<file path="src/verilog/video_pkg.sv">
//////////////////////////////
// raster and colour definitions
// trace buffer holds 512 columns, so the window
// is at most 512 pixels wide
//////////////////////////////

`default_nettype none

package video_pkg;

	// raster column or line count
	typedef logic [9:0] coord_t;

	// trace buffer column address
	typedef logic [8:0] col_addr_t;
	localparam int COL_DEPTH = 2 ** $bits(col_addr_t);

	// 8 bits each of red, green, blue
	typedef logic [23:0] rgb_t;

	//////////////////////////////
	// palette
	//////////////////////////////
	localparam rgb_t COLOR_A0 = 24'hffffff;
	localparam rgb_t COLOR_A1 = 24'hff0000;
	localparam rgb_t COLOR_B0 = 24'h00ff00;
	localparam rgb_t COLOR_B1 = 24'h0000ff;
	localparam rgb_t COLOR_GRID = 24'h808080;
	localparam rgb_t COLOR_BLACK = 24'h000000;

	// window height in lines
	localparam int WIN_ROWS = 96;

	// band base row inside the window, A0 to B1
	localparam coord_t CH_ROW_BASE [4] = '{10'd40, 10'd56, 10'd72, 10'd88};

	// grid on lines where y mod 32 equals this
	localparam int GRID_ROW_PHASE = 8;

endpackage

`default_nettype wire

</file>
<file path="src/verilog/raster_tracker.sv">
//////////////////////////////
// pixel and line counters from blank and vsync
// x counts from 0 after blank drops
//////////////////////////////

`timescale 1ns/1ps
`default_nettype none

module raster_tracker import video_pkg::*; #(
	parameter int V_START = 363,
	parameter int H_START = 500,
	parameter int H_END = 799
) (
	input wire clk,
	input wire reset,
	input wire blank,
	input wire vsync,
	output coord_t x,
	output coord_t y,
	output logic in_window
);

	logic blank_d1;

	always_ff @(posedge clk) begin
		if (reset) begin
			blank_d1 <= 1'b0;
			x <= '0;
			y <= '0;
		end else begin
			blank_d1 <= blank;
			x <= blank ? coord_t'(0) : x + coord_t'(1);
			// line steps on the start of each blank
			if (vsync)
				y <= '0;
			else if (blank && !blank_d1)
				y <= y + coord_t'(1);
		end
	end

	assign in_window = (y >= coord_t'(V_START)) && (y < coord_t'(V_START + WIN_ROWS)) &&
		(x >= coord_t'(H_START)) && (x <= coord_t'(H_END));

endmodule

`default_nettype wire

</file>
<file path="config.mk">
export PLATFORM = sky130hd
export DESIGN_NAME = raster_tracker
export DESIGN_NICKNAME = d
export VERILOG_FILES = /design/src/verilog/video_pkg.sv /design/src/verilog/raster_tracker.sv
export SDC_FILE = /design/constraint.sdc
export NUM_CORES = 1
export LEC_CHECK = 0
export BUFFER_PORTS_ARGS = -buffer_cell sky130_fd_sc_hd__buf_2
export CORE_ASPECT_RATIO = 0.75
export CORE_UTILIZATION = 35
export CTS_CLUSTER_SIZE = 24
export DETAILED_ROUTE_END_ITERATION = 10
export SLEW_MARGIN = 0
export SYNTH_ARGS = -nofsm -noshare
export SYNTH_HDL_FRONTEND = slang
export SYNTH_SLANG_ARGS = --single-unit
export TNS_END_PERCENT = 1
</file>
<file path="constraint.sdc">
create_clock -name clk -period 2.2 [get_ports clk]
set_input_delay 0.11 -clock clk [delete_from_list [all_inputs] [get_ports clk]]
set_output_delay 0.11 -clock clk [all_outputs]
set_load 0.02 [all_outputs]
</file>
==> flow_summary_export.csv, run 1 <==
group,metric,value,unit
logic_synthesis,postSynth.asyncResetShare,0,
cells_and_area,area_growth,20.6,%
logic_synthesis,synth_warnings,0,
floorplanning,die-area,0.00302,mm2
min_path,worst_hold_startpoint,"reset",
status,outcome,"finished, final reports clean",
global_route,antenna_found_initial,0,
drt,drt_iter0_drc,36,
critical_path,slowest_delay,0.39,ns
clock_network,postCtsResizedCells,0,
critical_path,rr_startpoint,"y[0]$_SDFFE_PP0P_",
drt,drt-pass1-iter-count,4,
logic_synthesis,netlist_area,982,um2
drt,viasPerCell,5.12,
clock_network,htree_levels,1,
logic_synthesis,ys_types,31,
critical_path,cp_slowest_cell,"or4_1",
critical_path,crit_family,"compound AO/OA/AOI/OAI gates",
global_route,grt_pass1_vias,691,
power,power.share.sequential,0.580,
sta,fmax,489,MHz
critical_path,worst_r2r_path_depth,4,
power,p_leak,0.437,nW
global_route,grt.total_usage,0.142,
drt,routedWlPerCell,11.8,um
sta,slew_violations,0,
sta,layout_min_cycle_time,2.04,ns
drt,ant_nets,0,
cells_and_area,final_common_cell,"buf_2",
logic_synthesis,synthFlopType,"dfxtp_1",
critical_path,reg2reg_slack,0.58,ns
global_route,overflow,0,
power,switching_power,0.145,mW
clock_network,worstSkewPairLatency,0.26,ns
critical_path,crit_buf_inv,1,
logic_synthesis,synth_cells,113,
power,power.density,564,mW/mm2
min_path,worst_hold_path.num_cells,2,
critical_path,cp_cell_sequence,"ha_1, o21a_1, or4_1, a311oi_1, buf_2",
floorplanning,core,0.00264,mm2
power,ir_drop,0.000335,V
logic_synthesis,synth-seq-cells,21,
min_path,worstHoldPathType,"in2reg",
clock_network,post_cts_buffers,0,
logic_synthesis,syn-num-nets,120,
clock_network,path_clk_slew,0.07,ns
sta,tns,0,ns
power,combinationalPowerShare,0.043,
logic_synthesis,synth_top_family_by_area,"simple AND/OR/NAND/NOR gates",
logic_synthesis,synthXorXnorAreaFrac,0.0446,
floorplanning,die_h,47.9,um
critical_path,cp_max_fo,4,
logic_synthesis,avgSynthCellArea,8.69,um2
floorplanning,start_util,0.372,
placement,dpl_worst_slack,0.463,ns
floorplanning,die_x,63.2,um
logic_synthesis,synth_compound_area_frac,0.176,
sta,fin_crit_sh,0.929,
sta,worstMarginPinSlew,0.435,ns
drt,routed_wl,2060,um
sta,setup_viol,0,
critical_path,crit_cells,5,
clock_network,cts_made_buffers,3,
critical_path,r2r_end,"y[8]$_SDFFE_PP0P_",
sta,max_slew_margin,0.706,
clock_network,cts_tree,"built",
power,p_int,0.524,mW
power,total_power,0.668,mW
clock_network,cts.sinks,21,
cells_and_area,final_util,0.448,
floorplanning,pin_count,25,
clock_network,cts_hold_buf,0,
logic_synthesis,synthSimpleGateAreaFrac,0.251,
drt,vias,896,
clock_network,max-clock-path-buffers,2,
placement,place_congestion,0.792,
placement,dp_hpwl,1530,um
job,max_cap_viol_count,0,
sta,hold_viol_final,0,
drt,drc,0,
sta,worst_slack,0.156,ns
power,switching_share,0.216,
critical_path,cp.required,2.09,ns
global_route,grt_pass1_wl,3230,um
critical_path,end_kind,"primary output",
critical_path,crit_type,"reg2out",
placement,place.port_buffers,24,
sta,finalClockSkew,0.00531,ns
cells_and_area,final_cell_mix,"24 x buf_2, 21 x dfxtp_1, 10 x a21oi_1",
logic_synthesis,synthMuxAreaShare,0.0204,
cells_and_area,n_antenna_cell,0,
critical_path,cp_data_arrival_time,1.93,ns
cells_and_area,layout.nets,147,
sta,rsz0062_at_grt,"no",
logic_synthesis,synthAdderAreaFrac,0.0382,
clock_network,clock-root-buffer,"clkbuf_8",
global_route,grt_max_degree,12,
floorplanning,rows,16,
min_path,hold_path_end,"blank_d1$_SDFF_PP0_",
cells_and_area,layout-drive-gt1-share,0.223,
logic_synthesis,synth_edf_count,0,
power,p_clk_frac,0.377,
logic_synthesis,ys_seq_area_frac,0.428,
critical_path,cp-start-kind,"register",
==> synth_stat cells, drive strengths merged, types with 3 or more instances <==
library cell,count,area [um2]
o21ai,7,35.0
or3,7,43.8
or4,4,30.0
nand2,5,18.8
xnor2,4,35.0
a21oi,10,50.1
o31ai,4,30.0
inv,9,33.8
dfxtp,21,420
nand4,3,18.8
ha,3,37.5
nand3,5,30.0
o21a,3,22.5
nor2,8,30.0
==> layout make-up <==
class	instances	area, um2
Clock buffer	4	45.0
Sequential cell	21	420
Multi-Input combinational cell	81	520
Tap cell	36	45.0
Timing Repair Buffer	24	120
Fill cell	276	1460
Inverter	9	33.8
==> per-layer routing <==
metal  GRT usage  wire [um]  up-vias
li1            -          -      457
met3      0.0548         91        0
met1       0.190       1110      422
met2       0.215        864       17
met4      0.0409          0        0
met5           0          0        -
==> how the worst max path moves through the flow <==
| stage | endpoint | start | slack, ns |
|---|---|---|---|
| floorplan | in_window | y[0]$_SDFFE_PP0P_ | 0.28 |
| global placement | in_window | y[0]$_SDFFE_PP0P_ | 0.51 |
| detailed placement | in_window | y[0]$_SDFFE_PP0P_ | 0.46 |
| CTS | in_window | y[0]$_SDFFE_PP0P_ | 0.16 |
| global route | in_window | y[0]$_SDFFE_PP0P_ | 0.05 |
| finish | in_window | y[0]$_SDFFE_PP0P_ | 0.16 |
==> registers in the layout, indices dropped and copies added, names as in the netlist <==
name	count
y	10
blank_d1	1
x	10
==> cell families after synthesis <==
logic type / count (synthesis)
AOI/OAI and AO/OA: 28
xor gates and xnor gates: 5
adders and majority gates: 3
buffers and inverters: 11
DFF: 21
muxes: 2
and+or+nand+nor: 43
==> power by group through the flow <==
stage | combinational (mW) | clock (mW) | sequential, mW
after floorplan | 0.0155 | 0 | 0.400
after global placement | 0.0282 | 0 | 0.397
after detailed placement | 0.0293 | 0 | 0.397
after CTS | 0.0293 | 0.261 | 0.388
after global routing | 0.0323 | 0.285 | 0.388
final | 0.0288 | 0.252 | 0.388
==> metrics by stage <==
step / hold slack (ns) / std cells / cell area (um2)
after floorplan: 0.182 / 113 / 982
after global placement: 0.302 / 171 / 1140
after detailed placement: 0.312 / 171 / 1140
after CTS: 0.0331 / 175 / 1180
after global routing: 0.0312 / 175 / 1180
final: 0.0396 / 175 / 1180
Note: power is estimated with default switching activity, not from simulation.
==> inputs of run 2 (changes only) <==
--- a/config.mk
+++ b/config.mk
@@ -8,6 +8,7 @@
 export BUFFER_PORTS_ARGS = -buffer_cell sky130_fd_sc_hd__buf_2
 export CORE_ASPECT_RATIO = 0.75
 export CORE_UTILIZATION = 35
+export CTS_BUF_LIST = sky130_fd_sc_hd__clkbuf_8 sky130_fd_sc_hd__clkbuf_16
 export CTS_CLUSTER_SIZE = 24
 export DETAILED_ROUTE_END_ITERATION = 10
 export SLEW_MARGIN = 0
==> run 2 against run 1 <==
Final area unchanged. Register-to-register slack about the same. Worst hold slack about the same.
==> flow_summary_export.csv, run 2 (synthesis gave the netlist of run 1 again) <==
group,metric,value,unit
sta,fmax,489,MHz
floorplanning,die_x,63.2,um
critical_path,rr_startpoint,"y[0]$_SDFFE_PP0P_",
sta,hold_viol_final,0,
critical_path,crit_type,"reg2out",
critical_path,end_kind,"primary output",
sta,finalClockSkew,0.00569,ns
global_route,grt_pass1_wl,3230,um
clock_network,cts_made_buffers,3,
sta,rsz0062_at_grt,"no",
sta,slew_violations,0,
critical_path,reg2reg_slack,0.58,ns
critical_path,cp-start-kind,"register",
global_route,antenna_found_initial,0,
clock_network,postCtsResizedCells,0,
cells_and_area,final_cell_mix,"24 x buf_2, 21 x dfxtp_1, 10 x inv_1, 10 x a21oi_1, 8 x nor2_1",
drt,dr_wl_met3,91,um
cells_and_area,area_growth,20.6,%
status,outcome,"finished, final reports clean",
sta,fin_crit_sh,0.929,
placement,place_congestion,0.792,
floorplanning,start_util,0.372,
cells_and_area,layout.nets,147,
sta,layout_min_cycle_time,2.04,ns
global_route,overflow,0,
sta,max_slew_margin,0.705,
clock_network,cts.sinks,21,
cells_and_area,design_area,0.00118,mm2
cells_and_area,layout-drive-gt1-share,0.223,
critical_path,endpoint,"in_window",
sta,setup_viol,0,
global_route,grt.total_usage,0.142,
power,power.share.sequential,0.584,
placement,place.port_buffers,24,
clock_network,post_cts_buffers,0,
critical_path,cp_cell_sequence,"ha_1, o21a_1, or4_1, a311oi_1, buf_2",
drt,routed_wl,2060,um
sta,tns,0,ns
clock_network,clock-root-buffer,"clkbuf_8",
clock_network,cts_hold_buf,0,
critical_path,cp_data_arrival_time,1.93,ns
placement,dp_hpwl,1530,um
critical_path,r2r_end,"y[8]$_SDFFE_PP0P_",
global_route,grt_pass1_vias,691,
min_path,worstHoldPathType,"in2reg",
drt,top_layer,"met3",
power,p_leak,0.441,nW
power,ir_drop,0.000332,V
sta,worst_slack,0.156,ns
drt,wirelength_met1,1110,um
power,switching_power,0.145,mW
power,total_power,0.664,mW
drt,met2_length,864,um
cells_and_area,n_antenna_cell,0,
cells_and_area,final_common_cell,"buf_2",
drt,drc,0,
power,power.density,561,mW/mm2
drt,viasPerCell,5.12,
critical_path,worst_r2r_path_depth,4,
power,combinationalPowerShare,0.043,
power,p_int,0.519,mW
floorplanning,die_h,47.9,um
min_path,worst_hold_path.num_cells,2,
power,switching_share,0.218,
critical_path,slowest_delay,0.39,ns
floorplanning,die-area,0.00302,mm2
clock_network,worstSkewPairLatency,0.26,ns
clock_network,path_clk_slew,0.07,ns
drt,routedWlPerCell,11.8,um
floorplanning,core,0.00264,mm2
placement,placed_area,0.00114,mm2
cells_and_area,reg_top3,"x: 10 flops, y: 10 flops, blank_d1: 1 flops",
global_route,grt_max_degree,12,
drt,vias,896,
job,max_cap_viol_count,0,
drt,drt_iter0_drc,36,
drt,ant_nets,0,
cells_and_area,final_util,0.448,
sta,worstMarginPinSlew,0.437,ns
clock_network,max-clock-path-buffers,2,
power,p_clk_frac,0.373,
critical_path,cp_slowest_cell,"or4_1",
clock_network,cts_tree,"built",
floorplanning,rows,16,
critical_path,cp_max_fo,4,
critical_path,cp.required,2.09,ns
drt,drt-pass1-iter-count,4,
clock_network,htree_levels,1,
floorplanning,pin_count,25,
placement,dpl_worst_slack,0.463,ns
critical_path,crit_path_start,"y[0]$_SDFFE_PP0P_",
## run 2: changes by cell type in the layout (fill, tap and decap cells not counted)
cell | previous run | this run
clkbuf_1 | 1 | 0
inv_1 | 9 | 10
## run 2: per-stage QoR
stage	hold WS, ns	std cells
after floorplan	0.182	113
after global placement	0.302	171
after detailed placement	0.312	171
after CTS	0.0331	175
after global routing	0.0312	175
final	0.0396	175
## run 2: worst max-delay path, delay by kind of cell, from the launching register on
kind,cells,cell delay (ns)
fa+ha+maj,1,0.23
simple gates,1,0.39
flops,1,0.34
buf+inv,1,0.22
compound gates,2,0.50
## run 2: cell type report
cell class                      count  area (um2)
Fill cell                         276        1460
Multi-Input combinational cell     81         520
Sequential cell                    21         420
Timing Repair Buffer               24         120
Tap cell                           36        45.0
Clock buffer                        3        41.3
Inverter                            9        33.8
Clock inverter                      1        3.75
## run 2: power by group through the flow
stage / sequential, mW / combinational [mW] / clock, mW
6_report: 0.388 / 0.0288 / 0.248
5_1_grt: 0.388 / 0.0323 / 0.280
2_1_floorplan: 0.400 / 0.0155 / 0
3_5_place_dp: 0.397 / 0.0293 / 0
3_3_place_gp: 0.397 / 0.0282 / 0
4_1_cts: 0.388 / 0.0293 / 0.257
## run 2: layer usage
metal,up-vias,global-route usage
met4,0,0.0409
met3,0,0.0548
met5,-,0
met2,17,0.215
met1,422,0.190
li1,457,-
## run 2: worst min path at each step
stage	from	endpoint	slack [ns]
after CTS	reset	blank_d1$_SDFF_PP0_	0.03
after global placement	reset	blank_d1$_SDFF_PP0_	0.30
final	reset	blank_d1$_SDFF_PP0_	0.04
after global routing	reset	blank_d1$_SDFF_PP0_	0.03
after detailed placement	reset	blank_d1$_SDFF_PP0_	0.31
after floorplan	reset	blank_d1$_SDFF_PP0_	0.18
