`src/verilog/adc_pkg.sv`:
```
//////////////////////////////
// ADC side types for the tiny scope
// four 12 bit channels, order A0, A1, B0, B1
// only the top 7 bits of a sample are kept in the trace
//////////////////////////////

`default_nettype none

package adc_pkg;

	// channel count and widths
	localparam int NUM_CH = 4;
	localparam int SAMPLE_W = 12;
	localparam int TRACE_W = 7;

	// one raw sample as delivered by the converter
	typedef logic [SAMPLE_W-1:0] sample_t;

	// stored trace value, sample bits 11..5
	typedef logic [TRACE_W-1:0] trace_t;

	// index 0 is A0, index 3 is B1
	typedef sample_t [NUM_CH-1:0] ch_samples_t;
	typedef trace_t [NUM_CH-1:0] ch_trace_t;

	// frame ticks per second mark, assumes 60 Hz video
	localparam int FRAMES_PER_SEC = 60;

endpackage

`default_nettype wire
```
`src/verilog/trace_column_if.sv`:
```
//////////////////////////////
// one column summary per frame window
// no back-pressure, the buffer always takes it
//////////////////////////////

`timescale 1ns/1ps
`default_nettype none

interface trace_column_if import adc_pkg::*; ();

	// min/max trace bits per channel, valid while frame_end is high
	ch_trace_t col_min;
	ch_trace_t col_max;
	// a second tick fell inside this window
	logic col_mark;
	// one cycle pulse after the falling vsync edge
	logic frame_end;
	// this frame closes a column
	logic window_open;

	modport capture (output col_min, col_max, col_mark, frame_end, window_open);

	modport buffer (input col_min, col_max, col_mark, frame_end, window_open);

endinterface

`default_nettype wire

```
`src/verilog/minmax_capture.sv`:
```
//////////////////////////////
// min/max capture over N frames
// samples count only when ad_strobe is high
// N must be 1 to 15, vsync is synchronous to clk
//////////////////////////////

`timescale 1ns/1ps
`default_nettype none

module minmax_capture import adc_pkg::*; #(
	parameter int N = 3
) (
	input wire clk,
	input wire reset,
	input wire vsync,
	input wire ad_strobe,
	input wire ch_samples_t samples,
	trace_column_if.capture col
);

	localparam logic [3:0] FRAME_LAST = 4'(N - 1);
	localparam logic [5:0] SEC_LAST = 6'(FRAMES_PER_SEC - 1);

	logic vsync_d1;
	logic vsync_rise;
	logic vsync_fall;
	logic close_win;
	logic [3:0] frame_cnt;
	logic [5:0] sec_cnt;
	logic run_empty;
	logic run_mark;
	ch_samples_t run_min;
	ch_samples_t run_max;

	assign vsync_rise = vsync && !vsync_d1;
	assign vsync_fall = !vsync && vsync_d1;
	// rising edge of the frame that ends a window
	assign close_win = vsync_rise && (frame_cnt == 4'd0);

	//////////////////////////////
	// frame and second counters
	//////////////////////////////
	always_ff @(posedge clk) begin
		if (reset) begin
			vsync_d1 <= 1'b0;
			frame_cnt <= 4'd0;
			sec_cnt <= 6'd0;
			col.frame_end <= 1'b0;
			col.window_open <= 1'b0;
		end else begin
			vsync_d1 <= vsync;
			col.frame_end <= vsync_fall;
			if (vsync_fall) begin
				// counter value before the step decides the write
				col.window_open <= (frame_cnt == 4'd0);
				frame_cnt <= (frame_cnt == FRAME_LAST) ? 4'd0 : frame_cnt + 4'd1;
				sec_cnt <= (sec_cnt == SEC_LAST) ? 6'd0 : sec_cnt + 6'd1;
			end
		end
	end

	// second mark and empty flag for the running window
	always_ff @(posedge clk) begin
		if (reset) begin
			run_empty <= 1'b1;
			run_mark <= 1'b0;
			col.col_mark <= 1'b0;
		end else begin
			if (close_win) begin
				col.col_mark <= run_mark;
				run_mark <= (sec_cnt == 6'd0);
				run_empty <= !ad_strobe;
			end else begin
				run_mark <= run_mark || (sec_cnt == 6'd0);
				if (ad_strobe)
					run_empty <= 1'b0;
			end
		end
	end

	//////////////////////////////
	// per channel min/max
	//////////////////////////////
	always_ff @(posedge clk) begin
		for (int c = 0; c < NUM_CH; c++) begin
			if (close_win) begin
				col.col_min[c] <= run_min[c][SAMPLE_W-1 -: TRACE_W];
				col.col_max[c] <= run_max[c][SAMPLE_W-1 -: TRACE_W];
			end
			if (ad_strobe) begin
				// first strobed sample of a window seeds both values
				if (run_empty || close_win) begin
					run_min[c] <= samples[c];
					run_max[c] <= samples[c];
				end else begin
					if (samples[c] < run_min[c])
						run_min[c] <= samples[c];
					if (samples[c] > run_max[c])
						run_max[c] <= samples[c];
				end
			end
		end
	end

endmodule

`default_nettype wire

```
`src/flat_wrapper.sv`:
```
// flat-port wrapper written by rule: the top's interface ports become plain ports
module minmax_capture_flat import adc_pkg::*;
#(
	parameter int N = 3
)
  (clk, reset, vsync, ad_strobe, samples, col_col_min, col_col_max, col_col_mark, col_frame_end, col_window_open);
  trace_column_if col_i ();
  input wire clk;
  input wire reset;
  input wire vsync;
  input wire ad_strobe;
  input wire ch_samples_t samples;
  output wire logic [$bits(col_i.col_min)-1:0] col_col_min;
  output wire logic [$bits(col_i.col_max)-1:0] col_col_max;
  output wire logic [$bits(col_i.col_mark)-1:0] col_col_mark;
  output wire logic [$bits(col_i.frame_end)-1:0] col_frame_end;
  output wire logic [$bits(col_i.window_open)-1:0] col_window_open;
  assign col_col_min = col_i.col_min;
  assign col_col_max = col_i.col_max;
  assign col_col_mark = col_i.col_mark;
  assign col_frame_end = col_i.frame_end;
  assign col_window_open = col_i.window_open;
  minmax_capture #(.N(N)) u_core (.clk(clk), .reset(reset), .vsync(vsync), .ad_strobe(ad_strobe), .samples(samples), .col(col_i));
endmodule
```
`config.mk`:
```
export PLATFORM = sky130hd
export DESIGN_NAME = minmax_capture_flat
export DESIGN_NICKNAME = d
export VERILOG_FILES = /design/src/verilog/adc_pkg.sv /design/src/verilog/trace_column_if.sv /design/src/verilog/minmax_capture.sv /design/src/flat_wrapper.sv
export SDC_FILE = /design/constraint.sdc
export NUM_CORES = 1
export LEC_CHECK = 0
export BUFFER_PORTS_ARGS = -buffer_cell sky130_fd_sc_hd__buf_2
export CORE_MARGIN = 8
export CORE_UTILIZATION = 55
export DETAILED_ROUTE_END_ITERATION = 12
export PLACE_DENSITY = 0.77
export SYNTH_ARGS = -nofsm -noshare
export SYNTH_HDL_FRONTEND = slang
export SYNTH_SLANG_ARGS = --single-unit
```
`constraint.sdc`:
```
create_clock -name clk -period 6.05 [get_ports clk]
set_clock_uncertainty 0.05 [all_clocks]
set_input_delay 0.605 -clock clk [delete_from_list [all_inputs] [get_ports clk]]
set_output_delay 0.605 -clock clk [all_outputs]
set_load 0.01 [all_outputs]
```
==> flow_summary.ini, run 1 <==
[yosys]
avgSynthCellArea_um2 = 14.0
syn_inst = 549
yosysTopAreaCell = edfxtp_1
synthDistinctLibCells = 40
netlist_top_cells_count = edfxtp_1, ha_1, inv_1, a21oi_1, o21ai_0
seq_area_frac_synth_pct = 63.5
syn_area_mm2 = 0.00769
synth_top_area_share_pct = 59.4
yosys_warnings = 0
syn-num-nets = 695
netlist_top_cells_area = edfxtp_1, ha_1, inv_1
async_reset_ff_share_pct = 0
synthFlopType = edfxtp_1
synth_edf_count = 152
synth_most_common_cell = edfxtp_1
synth-seq-cells = 168

[pwr]
power_mw = 2.80
power_density_mw_per_mm2 = 309
ir_worst_vdd_uv = 239
p_leak_nw = 3.99

[routing]
vias = 4602
vias_per_cell = 5.29
postRouteWirelength_um = 14800
drt_iter0_markers = 371
postRouteAntennaNets = 0
wl_per_cell_um = 17.0
drt-pass1-iter-count = 4
drc = 0

[sta]
timing.final.crit_share_pct = 44.2
finalHoldViolations = 0
tns_ns = 0
max_slew_margin_pct = 16.9
fmax_mhz = 374
tightest_slew_ns = 1.25
slew_violations = 0
timing.final.ws_setup_ns = 3.38
setup-violations-final = 0
rsz0062_at_grt = false
fin_crit_ns = 2.67

[placed_design]
dp_cells = 838
place.port_buffers = 110
post-place-ws_ns = 3.10
gp_congestion = 0.861
hpwlAfterDp_um = 11100

[clock_tree]
htreeDepth = 4
cts_tree = done
cts_sinks = 168
cts_buffer_depth = 2
cts_root_buf = clkbuf_16
insertion_delay_ns = 0.43
post_cts_buffers = 0
clk_pin_slew_ns = 0.06
hold_buffers = 0
ctsResizeCount = 0
cts_made_buffers = 17

[layout]
area_growth_pct = 17.8
final_nets = 823
drive_above_1_share_pct = 23.0
layout.cells.non_filler = 870
diodes = 0

[worst_setup_path]
start_kind = flip-flop
r2r_slack_ns = 3.38
crit_arrival_ns = 2.66
worstPathRequired_ns = 6.04
worstSetupEndpointType = flip-flop
critPathMaxFanout = 13
critPathKind = reg2reg

[floorplanning]
die_h_um = 134
die_x_um = 134
io_pins = 111
initial_utilization_pct = 55.8
rows = 43
dieArea_mm2 = 0.0180
core_area_mm2 = 0.0138

[global_route]
grt_usage_pct = 17.1
grt_max_degree = 31
grt.overflow.total = 0
grt_pass1_wl_um = 24100
antenna_found_initial = 0
grt_pass1_vias = 4885

[flow_run]
maxCapViolCount = 0

[min_path]
min_path_type = in2reg

[status]
status = finished, final reports clean
## report_power, final
group | total (mW) | internal [mW] | switching [mW]
clock | 1.10 | 0.649 | 0.447
combinational | 0.300 | 0.117 | 0.183
sequential | 1.40 | 1.37 | 0.0316
## flip-flops by register name, indices dropped and copies added, names as in the netlist
register	count
u_core.run_mark	1
u_core.col.col_mark	1
u_core.run_min	48
u_core.vsync_d1	1
u_core.run_max	48
u_core.col.col_max	28
u_core.frame_cnt	4
u_core.col.window_open	1
u_core.run_empty	1
u_core.col.col_min	28
u_core.col.frame_end	1
u_core.sec_cnt	6
## cell type report
class	count	area (um2)
fillers	1070	4720
clock inverters	15	178
repair buffers	113	573
multi-input cells	280	2400
well taps	180	225
clock buffers	17	425
flip-flops and latches	168	4880
inverters	97	364
## worst max-delay path, stage by stage (launching register included)
cell      delay, ns
dfxtp_1        0.38
nor4_4         0.39
nand3b_4       0.15
nand2b_4       0.24
o41ai_2        0.11
a21oi_1        0.96
## logic make-up after synthesis
kind of cell	count (synthesis)	share of synthesized area, %
xor gates and xnor gates	6	0.683
adders and majority gates	94	15.3
and+or+nand+nor	85	6.59
AOI/OAI and AO/OA	95	8.69
buffers and inverters	101	5.21
DFF	168	63.5
## routing by layer
layer	vias up	GRT usage [%]	routed length [um]
met5	-	0	0
met4	0	7.36	253
met3	19	4.56	822
met2	103	28.5	7350
met1	2195	20.3	6330
li1	2285	-	-
## path summary, 6_finish.rpt
check | startpoint | to | cells past startpoint
worst max-delay path | u_core.frame_cnt[0] | u_core.run_max[8] | 5
worst min-delay path | samples[0] | u_core.run_min[0] | 1
worst max register to register | u_core.frame_cnt[0] | u_core.run_max[8] | 5
worst min register to register | u_core.run_max[33] | u_core.col.col_max[18] | 0
## placed cells by master, fill, tap and decap left out, drive strengths merged
| master | synthesis | layout |
|---|---|---|
| nand3b | 1 | 1 |
| o211a | 1 | 1 |
| nor2 | 18 | 18 |
| xor2 | 5 | 5 |
| and4b | 4 | 4 |
| a32o | 4 | 4 |
| a21boi | 4 | 4 |
| nor3 | 2 | 2 |
| buf | 2 | 113 |
| nand2b | 3 | 3 |
| clkinvlp | 0 | 5 |
| nand4 | 15 | 15 |
| nor4 | 5 | 5 |
| xnor2 | 1 | 1 |
| edfxtp | 152 | 152 |
| clkinv | 0 | 5 |
| and4 | 4 | 4 |
| a31oi | 4 | 4 |
| or3 | 1 | 1 |
| inv | 97 | 99 |
| o21ai | 21 | 21 |
| o41ai | 5 | 5 |
| a211o | 4 | 4 |
| o211ai | 4 | 4 |
| bufinv | 0 | 3 |
| dfxtp | 16 | 16 |
| nor2b | 10 | 10 |
| clkbuf | 2 | 17 |
| and3 | 4 | 4 |
| a21oi | 26 | 26 |
| nand2 | 13 | 13 |
| ha | 94 | 94 |
| a21o | 16 | 16 |
| a32oi | 1 | 1 |
| nand3 | 5 | 5 |
| a211oi | 5 | 5 |
## through the flow
step                      area [um2]  hold slack (ns)  utilization (%)
after CTS                       9050            0.329             65.7
after floorplan                 7690            0.376                -
after global placement          8450            0.384             61.4
final                           9050            0.340             65.7
after detailed placement        8450            0.382             61.4
after global routing            9050            0.328             65.7
No activity file was read; power rests on OpenSTA's default activity.
==> inputs of run 2 (changes only) <==
CORE_UTILIZATION = 52   (was 55)
PLACE_DENSITY = 0.76   (was 0.77)
clock period = 2.35 ns   (was 6.05 ns; I/O delays follow)
==> run 2 against run 1 <==
Against the previous run: utilization rose by 0.45 points; worst hold slack got worse by 0.32 ns; cell area rose by 5.8%; critical path depth rose by 3; die area rose by 5.1%; global-route usage barely moved; sequential share of layout area fell by 3.0 points; combinational power rose to 3.0 times the previous value; sequential power rose to 2.6 times the previous value; flip-flop and latch count did not move; wire length rose by 5.1%; largest cell class unchanged.
==> flow_summary.ini, run 2 (synthesis results as in run 1) <==
[layout]
diodes = 0
drive_above_1_share_pct = 22.1
final_common_cell = edfxtp_1
top_regs = u_core.run_max (48), u_core.run_min (48)
mostFrequentLayoutCells = edfxtp_1, buf_2, ha_1
final_nets = 879
area_growth_pct = 24.6
final_util_pct = 66.2

[sta]
tns_ns = 0
finalHoldViolations = 0
max_slew_margin_pct = 72.4
slew_violations = 0
rsz0062_at_grt = false
timing.final.crit_share_pct = 92.9
tightest_slew_ns = 0.413
fmax_mhz = 458
fin_crit_ns = 2.18
setup-violations-final = 0

[routing]
vias = 4884
vias_per_cell = 5.25
wl_per_cell_um = 16.7
postRouteAntennaNets = 0
drt-pass1-iter-count = 4
postRouteWirelength_um = 15500
drc = 0
drt_iter0_markers = 289

[clock_tree]
cts_made_buffers = 17
insertion_delay_ns = 0.43
cts_sinks = 168
cts_buffer_depth = 2
cts_root_buf = clkbuf_16
post_cts_buffers = 0
clk_pin_slew_ns = 0.06
cts_tree = done
ctsResizeCount = 0
htreeDepth = 4

[global_route]
grt_max_degree = 26
grt_pass1_wl_um = 24600
grt_pass1_vias = 5052
grt_busiest_layer = met2
grt.overflow.total = 0
grt_usage_pct = 17.0
met3_usage_pct = 4.49
antenna_found_initial = 0
use_met2_pct = 28.5
grt_util_met1_pct = 20.3

[floorplanning]
die_h_um = 138
io_pins = 111
initial_utilization_pct = 53.1
core_area_mm2 = 0.0145
dieArea_mm2 = 0.0189
rows = 44
die_x_um = 138

[worst_setup_path]
cp-endpoint = u_core.run_min[3]
reg2reg_to = u_core.run_max[16]
r2r_slack_ns = 0.25
critPathKind = in2reg
path_cells = dlygate4sd3_1, buf_2, ha_1, a21o_1, a31oi_1, and4b_1, a32o_1, buf_4
critPathMaxFanout = 11
crit_buf_inv = 3
start_kind = input port
cp.depth = 8
cp_slowest_cell = dlygate4sd3_1
crit_arrival_ns = 2.25
cpPeakStageDelay_ns = 0.53
r2r_start = u_core.frame_cnt[0]
worstSetupEndpointType = flip-flop
r2r.worst_path.cells = 6
worstSetupStartpoint = samples[9]
worstPathRequired_ns = 2.42
cp_top_family = buffers and inverters

[pwr]
power_density_mw_per_mm2 = 746
p_leak_nw = 4.23
ir_worst_vdd_uv = 476

[placed_design]
gp_congestion = 0.836
hpwlAfterDp_um = 11300
place.port_buffers = 110

[flow_run]
maxCapViolCount = 0

[min_path]
min_path_type = in2reg

[status]
status = finished, final reports clean
-- run 2: what timing repair did --
item                                    in CTS  in global routing
endpoints found under the hold margin       86                  2
hold buffers                                43                  1
endpoints found under the setup margin       0                  0
-- run 2: layer usage --
| metal | part of all wire [%] | up-vias |
|---|---|---|
| met2 | 50 | 129 |
| li1 | - | 2394 |
| met5 | 0 | - |
| met1 | 42 | 2334 |
| met4 | 2.1 | 0 |
| met3 | 5.7 | 27 |
-- run 2: per-stage QoR --
stage	setup WS, ns	cells	area (um2)	hold WS (ns)	total power [mW]
after floorplan	0.139	549	7690	0.284	4.13
after global routing	0.112	930	9580	0.00331	7.44
after global placement	0.343	854	8580	0.381	4.45
after CTS	0.215	929	9570	0.000502	7.21
final	0.167	930	9580	0.0159	7.15
after detailed placement	0.251	854	8580	0.382	4.50
-- run 2: layout make-up --
cell class                      count  area, um2
Timing Repair Buffer              169       1140
Clock inverter                     15        134
Sequential cell                   168       4880
Clock buffer                       17        425
Inverter                           97        364
Tap cell                          184        230
Fill cell                        1013       4900
Multi-Input combinational cell    280       2400
-- run 2: worst min path at each step --
stage,start,endpoint,slack [ns],cells after the start
after floorplan,samples[0],u_core.run_max[0],0.28,0
after global placement,u_core.run_min[9],u_core.col.col_min[4],0.38,0
after detailed placement,u_core.run_max[43],u_core.col.col_max[23],0.38,0
after CTS,samples[2],u_core.run_min[2],0.0005,1
after global routing,samples[21],u_core.run_max[21],0.003,1
final,samples[34],u_core.run_min[34],0.02,1
-- run 2: where the power goes --
part / internal, mW / total, mW / switching (mW)
Clock: 1.54 / 2.65 / 1.11
Combinational: 0.389 / 0.886 / 0.497
Sequential: 3.53 / 3.61 / 0.0823
Total: 5.46 / 7.15 / 1.69
