===== src/verilog/video_pkg.sv =====
//////////////////////////////
// raster and colour definitions
// trace buffer holds 512 columns, so the window
// is at most 512 pixels wide
//////////////////////////////

`default_nettype none

package video_pkg;

	// raster column or line count
	typedef logic [9:0] coord_t;

	// trace buffer column address
	typedef logic [8:0] col_addr_t;
	localparam int COL_DEPTH = 2 ** $bits(col_addr_t);

	// 8 bits each of red, green, blue
	typedef logic [23:0] rgb_t;

	//////////////////////////////
	// palette
	//////////////////////////////
	localparam rgb_t COLOR_A0 = 24'hffffff;
	localparam rgb_t COLOR_A1 = 24'hff0000;
	localparam rgb_t COLOR_B0 = 24'h00ff00;
	localparam rgb_t COLOR_B1 = 24'h0000ff;
	localparam rgb_t COLOR_GRID = 24'h808080;
	localparam rgb_t COLOR_BLACK = 24'h000000;

	// window height in lines
	localparam int WIN_ROWS = 96;

	// band base row inside the window, A0 to B1
	localparam coord_t CH_ROW_BASE [4] = '{10'd40, 10'd56, 10'd72, 10'd88};

	// grid on lines where y mod 32 equals this
	localparam int GRID_ROW_PHASE = 8;

endpackage

`default_nettype wire


===== src/verilog/adc_pkg.sv =====
//////////////////////////////
// ADC side types for the tiny scope
// four 12 bit channels, order A0, A1, B0, B1
// only the top 7 bits of a sample are kept in the trace
//////////////////////////////

`default_nettype none

package adc_pkg;

	// channel count and widths
	localparam int NUM_CH = 4;
	localparam int SAMPLE_W = 12;
	localparam int TRACE_W = 7;

	// one raw sample as delivered by the converter
	typedef logic [SAMPLE_W-1:0] sample_t;

	// stored trace value, sample bits 11..5
	typedef logic [TRACE_W-1:0] trace_t;

	// index 0 is A0, index 3 is B1
	typedef sample_t [NUM_CH-1:0] ch_samples_t;
	typedef trace_t [NUM_CH-1:0] ch_trace_t;

	// frame ticks per second mark, assumes 60 Hz video
	localparam int FRAMES_PER_SEC = 60;

endpackage

`default_nettype wire

===== src/verilog/trace_renderer.sv =====
//////////////////////////////
// colour per pixel from the read column
// bands use trace bits 6..1, so a channel spans 64 rows
// priority A0, A1, B0, B1, grid, background
//////////////////////////////

`timescale 1ns/1ps
`default_nettype none

module trace_renderer import adc_pkg::*, video_pkg::*; #(
	parameter int V_START = 363,
	parameter rgb_t BG_COLOR = 24'h1d1d1d
) (
	input wire clk,
	input wire reset,
	input wire coord_t y,
	input wire in_window,
	input wire ch_trace_t rd_min,
	input wire ch_trace_t rd_max,
	input wire rd_mark,
	output logic [7:0] red,
	output logic [7:0] green,
	output logic [7:0] blue
);

	localparam rgb_t CH_COLOR [NUM_CH] = '{COLOR_A0, COLOR_A1, COLOR_B0, COLOR_B1};

	coord_t y_d1;
	logic win_d1;
	coord_t row;
	logic [NUM_CH-1:0] lit;
	logic grid;
	rgb_t pix_next;
	rgb_t pix;

	// line and window flag, aligned with the memory read
	always_ff @(posedge clk) begin
		if (reset) begin
			y_d1 <= '0;
			win_d1 <= 1'b0;
		end else begin
			y_d1 <= y;
			win_d1 <= in_window;
		end
	end

	//////////////////////////////
	// band and grid tests
	//////////////////////////////
	always_comb begin
		coord_t rel;
		row = y_d1 - coord_t'(V_START);
		for (int c = 0; c < NUM_CH; c++) begin
			rel = row - CH_ROW_BASE[c];
			lit[c] = (row >= CH_ROW_BASE[c]) &&
				(rel >= coord_t'(rd_min[c][TRACE_W-1:1])) &&
				(rel <= coord_t'(rd_max[c][TRACE_W-1:1]));
		end
		// second marks give the vertical lines
		grid = rd_mark || (y_d1[4:0] == 5'(GRID_ROW_PHASE));
	end

	// walk channels from lowest priority so A0 ends on top
	always_comb begin
		pix_next = grid ? COLOR_GRID : BG_COLOR;
		for (int c = NUM_CH - 1; c >= 0; c--) begin
			if (lit[c])
				pix_next = CH_COLOR[c];
		end
		if (!win_d1)
			pix_next = COLOR_BLACK;
	end

	always_ff @(posedge clk) begin
		if (reset)
			pix <= COLOR_BLACK;
		else
			pix <= pix_next;
	end

	assign {red, green, blue} = pix;

endmodule

`default_nettype wire


===== config.mk =====
export PLATFORM = sky130hd
export DESIGN_NAME = trace_renderer
export DESIGN_NICKNAME = d
export VERILOG_FILES = /design/src/verilog/video_pkg.sv /design/src/verilog/adc_pkg.sv /design/src/verilog/trace_renderer.sv
export SDC_FILE = /design/constraint.sdc
export NUM_CORES = 1
export LEC_CHECK = 0
export ABC_AREA = 1
export BUFFER_PORTS_ARGS = -buffer_cell sky130_fd_sc_hd__buf_4
export CORE_UTILIZATION = 45
export CTS_BUF_LIST = sky130_fd_sc_hd__clkbuf_16
export CTS_CLUSTER_DIAMETER = 100
export CTS_CLUSTER_SIZE = 12
export DETAILED_ROUTE_END_ITERATION = 16
export HOLD_SLACK_MARGIN = 0.03
export PLACE_DENSITY_LB_ADDON = 0.08
export SYNTH_ARGS = -nofsm -noshare
export SYNTH_HDL_FRONTEND = slang
export SYNTH_SLANG_ARGS = --single-unit

===== constraint.sdc =====
create_clock -name clk -period 3.6 [get_ports clk]
set_clock_uncertainty 0.2 [all_clocks]
set_input_delay 0.54 -clock clk [delete_from_list [all_inputs] [get_ports clk]]
set_output_delay 0.54 -clock clk [all_outputs]
set_load 0.005 [all_outputs]

==> reports/summary.txt, run 1 <==
critical path endpoint category - register
Skew-Pair Late Insertion Delay - 0.24 ns
CP Data Required Time - 3.59 ns
Nets - 639
H-tree levels - 1
Worst Tran Pin Value - 0.448 ns
Critical-path top delay cell - or2_2
P per Cell Area - 247 mW/mm²
crit-path max FO - 4
R2R depth - 22
syn_nets - 563
routed len/inst - 10.1 µm
crit-path leading delay family - simple AND/OR/NAND/NOR gates
fill count - 563
mean post-synth cell area - 6.18 µm²
WP buf/inv - 2
CP peak stage delay - 0.35 ns
part of the Yosys area used for sequential elements - 14.7%
chip width - 79.8 µm
final wirelength - 5920 µm
die area - 0.00637 mm²
synthesized cell area - 0.00272 mm²
Netlist cell types - 30
Post-synth top flop - dfxtp_1
Post-CTS Hold Fix Bufs - 0
Mapped Cells - 441
Num CTS Buffers - 3
Max clock buf depth - 2
Initial DRT Pass Iterations - 4
Clock transition at path regs - 0.05 ns
Clock Sinks - 20
CTS tree - built
worst r2r src - y_d1[0]
I/O Buffers - 85
vias per std cell - 4.60
post-synthesis register bit count - 20
Worst slew margin - 70.0%
Most Frequent Cell on Critical Path - nand2_1
Placer Congestion - 0.825
share of cells above drive strength 1 - 24.4%
Worst EP arrival - 3.37 ns
Ys Warns - 0
Worst Hold Depth - 3
hpwl dp - 4930 µm
Startpoint Class - register
Die Span Y - 79.8 µm
total power - 851 µW
Core Box Area - 0.00568 mm²
Multi-input gate area - 0.00181 mm²
initial antenna violation count - 0
area grow syn2layout - 26.6%
CP startpoint - y_d1[0]
unrepaired setup endpoints after global routing - no
fin crit share - 93.8%
DRC Markers - 0
Fmax achieved - 296 MHz
global-route wire length before repair - 9640 µm
Tmin final - 3.38 ns
Leak - 2.19 nW
vias in the first global route - 2391
kind of critical path - reg -> reg
Final Max Slew Viols - 0
WP depth - 22
largest net degree at the start of global routing - 13
Max-Cap Viols - 0
asr flop ratio synth - 0%
Seq. cell area - 402 µm²
DRT iter0 DRCs - 103
Post-synth EDFFs - 0
min-delay worst type - in -> reg
antenna viol nets, final - 0
final number of hold-violating endpoints - 0
CTS root buf - clkbuf_16
status - finished, final reports clean
Congestion Overflow GR - 0
post-CTS setup buffers - 0
maximum vdd drop - 0.279 mV
Overall Global Routing Usage - 18.7%
row count - 27
Diodes inserted - 0
via count - 2707
I/O Pins - 94
Hold Crit Start - y[4]
worst path cell trace - ha_2 > o21ai_1 > nand2_1 > nand2_2 > inv_1 > ha_1 > inv_1 > nor2_1 > or2_2 > ha_1 > nand2_1 > nor2_1 > nand3_1 > nand2_1 > nand3_1 > nor2_2 > nand3_1 > nor2_1 > nand2_1 > nand2_1 > nand2_1 > nand2_1
Final setup viols - 0
TNS Setup - 0 ns
Initial Util - 48.0%
## flip-flops by register name (all words and copies together) (netlist names)
signal,flops
win_d1,1
y_d1,10
pix,9
## cell usage after synthesis (6+ instances only)
cell	instances	area share, %
a21oi_1	10	1.8
nand4_1	6	1.4
inv_2	6	0.83
inv_1	102	14
ha_1	52	24
buf_4	15	4.1
o21ai_0	10	1.8
dfxtp_1	20	15
nand2_2	11	2.5
nor2_1	38	5.2
nand3_1	31	5.7
nand2_1	114	16
## final timing paths
check,slack [ns],to
setup reg to reg,0.22,pix[15]
setup / recovery,0.22,pix[15]
hold / removal,0.29,y_d1[4]
hold reg to reg,0.42,pix[22]
## stage by stage
step	setup WS, ns	hold slack (ns)	cell area (µm²)	util (%)	instances
after floorplan	0.390	0.339	2720	-	441
after global placement	0.228	0.407	3350	59.0	584
after detailed placement	0.201	0.412	3350	59.0	584
after CTS	0.168	0.292	3430	60.4	588
after global routing	0.00442	0.296	3450	60.8	588
final	0.223	0.295	3450	60.8	588
## worst register-to-register path, stage by stage, from the launching register on
cell and delay, ns:
dfxtp_2 0.33, ha_2 0.19, o21ai_1 0.16, nand2_1 0.13, nand2_2 0.12, inv_1 0.05, ha_1 0.23, inv_1 0.11
nor2_1 0.05, or2_2 0.35, ha_1 0.32, nand2_1 0.07, nor2_1 0.14, nand3_1 0.08, nand2_1 0.07, nand3_1 0.08
nor2_2 0.13, nand3_1 0.09, nor2_1 0.15, nand2_1 0.09, nand2_1 0.06, nand2_1 0.07, nand2_1 0.07
## layout by cell type (no fill, tap or decap), types with 10 or more instances in the layout
cell type and n:
inv_1 102, nand3_1 31, o21ai_0 10, nand2_1 112
nand2_2 13, ha_1 50, a21oi_1 10, buf_4 88
nor2_1 37, dfxtp_1 19
## per-layer routing
layer / GRT usage, % / vias to the layer above / share of wire (%)
met5: 0 / - / 0
met4: 1.25 / 0 / 0
met3: 2.40 / 0 / 4.3
met2: 36.1 / 59 / 51
met1: 22.6 / 1156 / 44
li1: - / 1492 / -
## timing repair
item                       CTS  global route
setup endpoints to repair    0             9
resized for setup            0             6
hold endpoints to repair     0             0
## logic make-up after synthesis
kind of cell | Yosys count | synth area share [%]
adder cells (fa/ha/maj) | 52 | 23.9
AND/OR/NAND/NOR | 213 | 35.6
XOR/XNOR | 1 | 0.322
AO/OA/AOI/OAI | 29 | 5.70
flip-flops | 20 | 14.7
buffers and inverters | 126 | 19.8
## area by class of cell
cell class | count | area share [%]
inverter | 109 | 11.9
tap | 72 | 2.61
multi-input combinational | 295 | 52.4
timing repair buffer | 88 | 19.2
clock buffer | 3 | 2.18
sequential | 20 | 11.6
clock inverter | 1 | 0.109
## report_power, final
group          leakage, nW  switching (mW)  total, mW  internal [mW]
sequential           0.165         0.00866      0.240          0.231
clock               0.0385          0.0711      0.219          0.147
combinational         1.98           0.218      0.393          0.175
(Power assumes the default switching activity.)
==> run 2: changes to the inputs <==
--- a/config.mk
+++ b/config.mk
@@ -12,6 +12,7 @@
 export CTS_CLUSTER_DIAMETER = 100
 export CTS_CLUSTER_SIZE = 12
 export DETAILED_ROUTE_END_ITERATION = 16
+export GPL_TIMING_DRIVEN = 0
 export HOLD_SLACK_MARGIN = 0.03
 export PLACE_DENSITY_LB_ADDON = 0.08
 export SYNTH_ARGS = -nofsm -noshare
==> run 2 against run 1 <==
Net effect: highest routed layer unchanged; critical path depth is 1 higher; total power is 0.16% higher; final cell count is 2.9% higher; first-iteration DRC count is 39% lower; non-clock buffer count is 17 higher; global-route usage is 1.2 points higher.
==> reports/summary.txt, run 2 (same netlist as run 1, synthesis figures left out) <==
chip width - 79.8 µm
leading cell type in the layout, fill and taps excluded - nand2_1
final wirelength - 5830 µm
Clock transition at path regs - 0.05 ns
largest net degree at the start of global routing - 12
CP startpoint - y_d1[1]
top flop regs - y_d1 x10, pix x9, win_d1 x1
DRC Markers - 0
vias in the first global route - 2574
Core Box Area - 0.00568 mm²
fill count - 548
CTS tree - built
Initial Util - 48.0%
combinational cell fraction of total power - 46.0%
final number of hold-violating endpoints - 0
internal power - 555 µW
DRT iter0 DRCs - 63
R2R depth - 23
vias per std cell - 4.62
CTS root buf - clkbuf_16
reg2reg end - pix[23]
slack of the critical path - 0.341 ns
Reg power frac - 28.1%
total power - 853 µW
area grow syn2layout - 31.4%
Sw Pwr - 297 µW
hpwl dp - 4950 µm
Post-CTS Hold Fix Bufs - 0
Hold Worst Slack - 0.257 ns
max reg flops - 10
die area - 0.00637 mm²
share of cells above drive strength 1 - 27.2%
R2R Setup Slk - 0.34 ns
DP Worst Slack - -0.359 ns
global-route wire length before repair - 10300 µm
Worst EP arrival - 3.19 ns
Startpoint Class - register
Clock Sinks - 20
destination of the critical timing path - pix[23]
Post-Layout Inst Area - 0.00358 mm²
kind of critical path - reg -> reg
worst r2r src - y_d1[1]
row count - 27
H-tree levels - 1
switch share - 34.9%
Leak - 2.27 nW
routed len/inst - 9.64 µm
I/O Pins - 94
dpl cell area - 0.00345 mm²
crit-path max FO - 4
P per Cell Area - 238 mW/mm²
Tmin final - 3.26 ns
Worst slew margin - 68.6%
Final Max Slew Viols - 0
register with the most flip-flops - y_d1
maximum vdd drop - 0.234 mV
initial antenna violation count - 0
unrepaired setup endpoints after global routing - no
Fmax achieved - 307 MHz
Diodes inserted - 0
via count - 2797
Die Span Y - 79.8 µm
min-delay worst type - in -> reg
TNS Setup - 0 ns
CP Data Required Time - 3.54 ns
Nets - 656
most frequent cells in the layout - nand2_1, buf_4, inv_1
status - finished, final reports clean
fin crit share - 90.5%
Skew-Pair Late Insertion Delay - 0.25 ns
Final setup viols - 0
critical path endpoint category - register
Worst Tran Pin Value - 0.469 ns
Max-Cap Viols - 0
I/O Buffers - 85
Initial DRT Pass Iterations - 4
Congestion Overflow GR - 0
antenna viol nets, final - 0
Overall Global Routing Usage - 19.9%
Max clock buf depth - 2
Placer Congestion - 0.834
Num CTS Buffers - 3
Clock power frac - 25.9%
run 2: cell count changes in the layout (fill, tap and decap cells not counted), sizes merged:
cell,previous run,this run
buf,88,104
clkbuf,3,4
clkinvlp,0,1
inv,109,108
run 2: power groups by stage:
stage	sequential, mW	clock, mW	combinational, mW
after global routing	0.241	0.238	0.462
after global placement	0.246	0	0.374
after CTS	0.242	0.225	0.391
final	0.240	0.221	0.392
after floorplan	0.244	0	0.265
after detailed placement	0.246	0	0.387
run 2: final cells by class:
class | instances | area, µm² | area share [%]
Multi-Input combinational cell | 295 | 1800 | 50.3
Timing Repair Buffer | 88 | 661 | 18.5
Inverter | 109 | 415 | 11.6
Sequential cell | 20 | 405 | 11.3
Buffer | 17 | 128 | 3.57
Tap cell | 72 | 90.1 | 2.52
Clock buffer | 3 | 75.1 | 2.10
Clock inverter | 1 | 3.75 | 0.105
run 2: metal layers:
layer | global-route usage (%) | vias up | part of all wire, %
met5 | 0 | - | 0
met4 | 1.61 | 0 | 0
met3 | 3.43 | 0 | 5.4
met2 | 38.5 | 64 | 50
met1 | 23.3 | 1207 | 44
li1 | - | 1526 | -
run 2: through the flow:
step / instances / utilization (%)
floorplan: 441 / -
global placement: 598 / 60.8
detailed placement: 598 / 60.8
CTS: 603 / 62.5
global route: 605 / 63.1
finish: 605 / 63.1
run 2: how the worst min path moves through the flow:
| stage | startpoint | end | slack, ns | depth (start not counted) |
|---|---|---|---|---|
| after floorplan | win_d1 | pix[22] | 0.34 | 4 |
| after global placement | win_d1 | pix[22] | 0.41 | 4 |
| after detailed placement | win_d1 | pix[22] | 0.43 | 4 |
| after CTS | reset | y_d1[3] | 0.25 | 2 |
| after global routing | reset | y_d1[3] | 0.26 | 2 |
| final | reset | y_d1[3] | 0.26 | 2 |
run 2: what timing repair did:
action	4_1_cts	5_1_grt
endpoints found under the hold margin	0	0
setup buffers	1	2
setup endpoints to repair	9	9
resized for setup	3	7
run 2: critical path, cell delays in order (launching register included):
cell and delay [ns]:
dfxtp_1 0.35, ha_2 0.22, o21ai_2 0.06, nand2_1 0.11, nand2_2 0.09, inv_1 0.07
ha_1 0.19, inv_1 0.08, nand2_1 0.12, inv_1 0.05, or2_2 0.31, ha_1 0.31
nand2_1 0.09, nor2_1 0.06, o21ai_0 0.07, nand3_1 0.09, nand2_1 0.06, nand3_1 0.08
nor2_2 0.12, nand4_2 0.12, nand2_1 0.10, inv_1 0.06, nand3_1 0.06, nand2_1 0.06
==> run 3: changes to the inputs <==
==> constraint.sdc (replaced) <==
create_clock -name clk -period 3 [get_ports clk]
set_clock_uncertainty 0.2 [all_clocks]
set_input_delay 0.45 -clock clk [delete_from_list [all_inputs] [get_ports clk]]
set_output_delay 0.45 -clock clk [all_outputs]
set_load 0.005 [all_outputs]
==> run 3 against run 2 <==
Net effect: routed wire length rose by 14%; die area unchanged; hold slack got worse by 0.092 ns; sequential cell count is the same; largest cell class unchanged; the run now ends with setup timing left; setup slack got worse by 0.45 ns; highest routed layer is now met4; total power is 35% higher; critical path type unchanged; largest power group unchanged.
==> reports/summary.txt, run 3 (same netlist as run 1, synthesis figures left out) <==
routed len/inst - 10.7 µm
maximum vdd drop - 0.334 mV
CTS root buf - clkbuf_16
Num CTS Buffers - 3
Clock transition at path regs - 0.05 ns
Final setup viols - 8
DRC Markers - 0
Multi-input gate area - 0.00206 mm²
Initial Util - 48.0%
area grow syn2layout - 45.5%
worst path cell trace - ha_4 > o21ai_2 > nand2_2 > nand2_4 > inv_4 > ha_4 > inv_4 > nor2_2 > or2_4 > ha_4 > nand2_2 > nor2_2 > nor2_1 > o211ai_1 > nand3_1 > nor2_2 > nand4_2 > nand2_2 > inv_2 > nand3_2 > nand2_1
crit-path max FO - 4
via count - 2972
critical path endpoint category - register
H-tree levels - 1
CTS tree - built
final core occ - 69.8%
Initial DRT Pass Iterations - 4
Seq. cell area - 409 µm²
largest net degree at the start of global routing - 12
CP peak stage delay - 0.36 ns
unrepaired setup endpoints after global routing - yes
kind of critical path - reg -> reg
hpwl dp - 4970 µm
Final Max Slew Viols - 0
I/O Pins - 94
Tmin final - 3.11 ns
P per Cell Area - 290 mW/mm²
Worst Tran Pin Value - 0.631 ns
most frequent cells in the layout - buf_4, nand2_1, inv_1
max reg flops - 10
Diodes inserted - 0
violated checks - setup timing
fill count - 490
Core Box Area - 0.00568 mm²
vias in the first global route - 2710
TNS Setup - -0.687 ns
Worst slew margin - 57.8%
Clock Sinks - 20
Worst EP arrival - 3.05 ns
Critical-path top delay cell - dfxtp_4
Max clock buf depth - 2
die area - 0.00637 mm²
chip width - 79.8 µm
CP Data Required Time - 2.94 ns
Fmax achieved - 321 MHz
vias per std cell - 4.79
final number of hold-violating endpoints - 0
Nets - 671
Startpoint Class - register
status - complete, but fails checks
Skew-Pair Late Insertion Delay - 0.25 ns
Congestion Overflow GR - 0
global-route wire length before repair - 10600 µm
DRT iter0 DRCs - 49
slack of the critical path - -0.113 ns
final wirelength - 6640 µm
Die Span Y - 79.8 µm
I/O Buffers - 85
min-delay worst type - in -> reg
leading cell type in the layout, fill and taps excluded - buf_4
Max-Cap Viols - 0
initial antenna violation count - 0
top flop regs - y_d1 x10, pix x9, win_d1 x1
Leak - 2.37 nW
antenna viol nets, final - 0
row count - 27
Overall Global Routing Usage - 20.6%
register with the most flip-flops - y_d1
fin crit share - 104%
Post-Layout Inst Area - 0.00396 mm²
dpl cell area - 0.00348 mm²
share of cells above drive strength 1 - 37.4%
Placer Congestion - 0.809
-- run 3: through the flow --
stage / cells / setup WS, ns / hold WS [ns] / power, mW
4_1_cts: 615 / -0.0238 / 0.163 / 1.09
6_report: 620 / -0.113 / 0.165 / 1.15
5_1_grt: 620 / -0.270 / 0.171 / 1.25
3_5_place_dp: 598 / -0.490 / 0.426 / 0.764
2_1_floorplan: 441 / 0.0212 / 0.321 / 0.614
3_3_place_gp: 598 / -0.456 / 0.414 / 0.749
-- run 3: critical path, delay by kind of cell, from the launching register on --
kind | cells | cell delay (ns)
compound gates | 2 | 0.29
buf+inv | 3 | 0.16
flops | 1 | 0.36
fa+ha+maj | 3 | 0.62
simple gates | 13 | 1.37
-- run 3: area by class of cell --
cell class	count	area share, %
multi-input combinational	295	52.0
timing repair buffer	103	19.6
inverter	109	10.6
sequential	20	10.3
buffer	17	3.22
tap	72	2.27
clock buffer	3	1.89
clock inverter	1	0.0947
-- run 3: per-layer routing --
| layer | track usage, % | share of wire, % | up-vias |
|---|---|---|---|
| met1 | 21.5 | 41 | 1348 |
| met3 | 3.54 | 4.2 | 6 |
| met5 | 0 | 0 | - |
| met4 | 3.75 | 0.81 | 0 |
| met2 | 42.3 | 54 | 62 |
| li1 | - | - | 1556 |
-- run 3: where the power goes --
group	switching, mW	internal, mW	total [mW]
registers	0.0119	0.277	0.289
logic	0.320	0.277	0.597
clock network	0.0884	0.177	0.266
total	0.420	0.731	1.15
-- run 3: what timing repair did --
item	4_1_cts	5_1_grt
resized for setup	22	43
endpoints found under the setup margin	9	9
pin swaps	32	42
endpoints found under the hold margin	0	0
hold buffers	0	0
buffers inserted	13	5
-- run 3: path summary, 6_finish.rpt --
kind / from / end / slack [ns] / cells past startpoint
worst max register to register: y_d1[0] / pix[20] / -0.11 / 21
worst max-delay path: y_d1[0] / pix[20] / -0.11 / 21
worst min register to register: win_d1 / pix[22] / 0.46 / 4
worst min-delay path: reset / y_d1[3] / 0.16 / 2
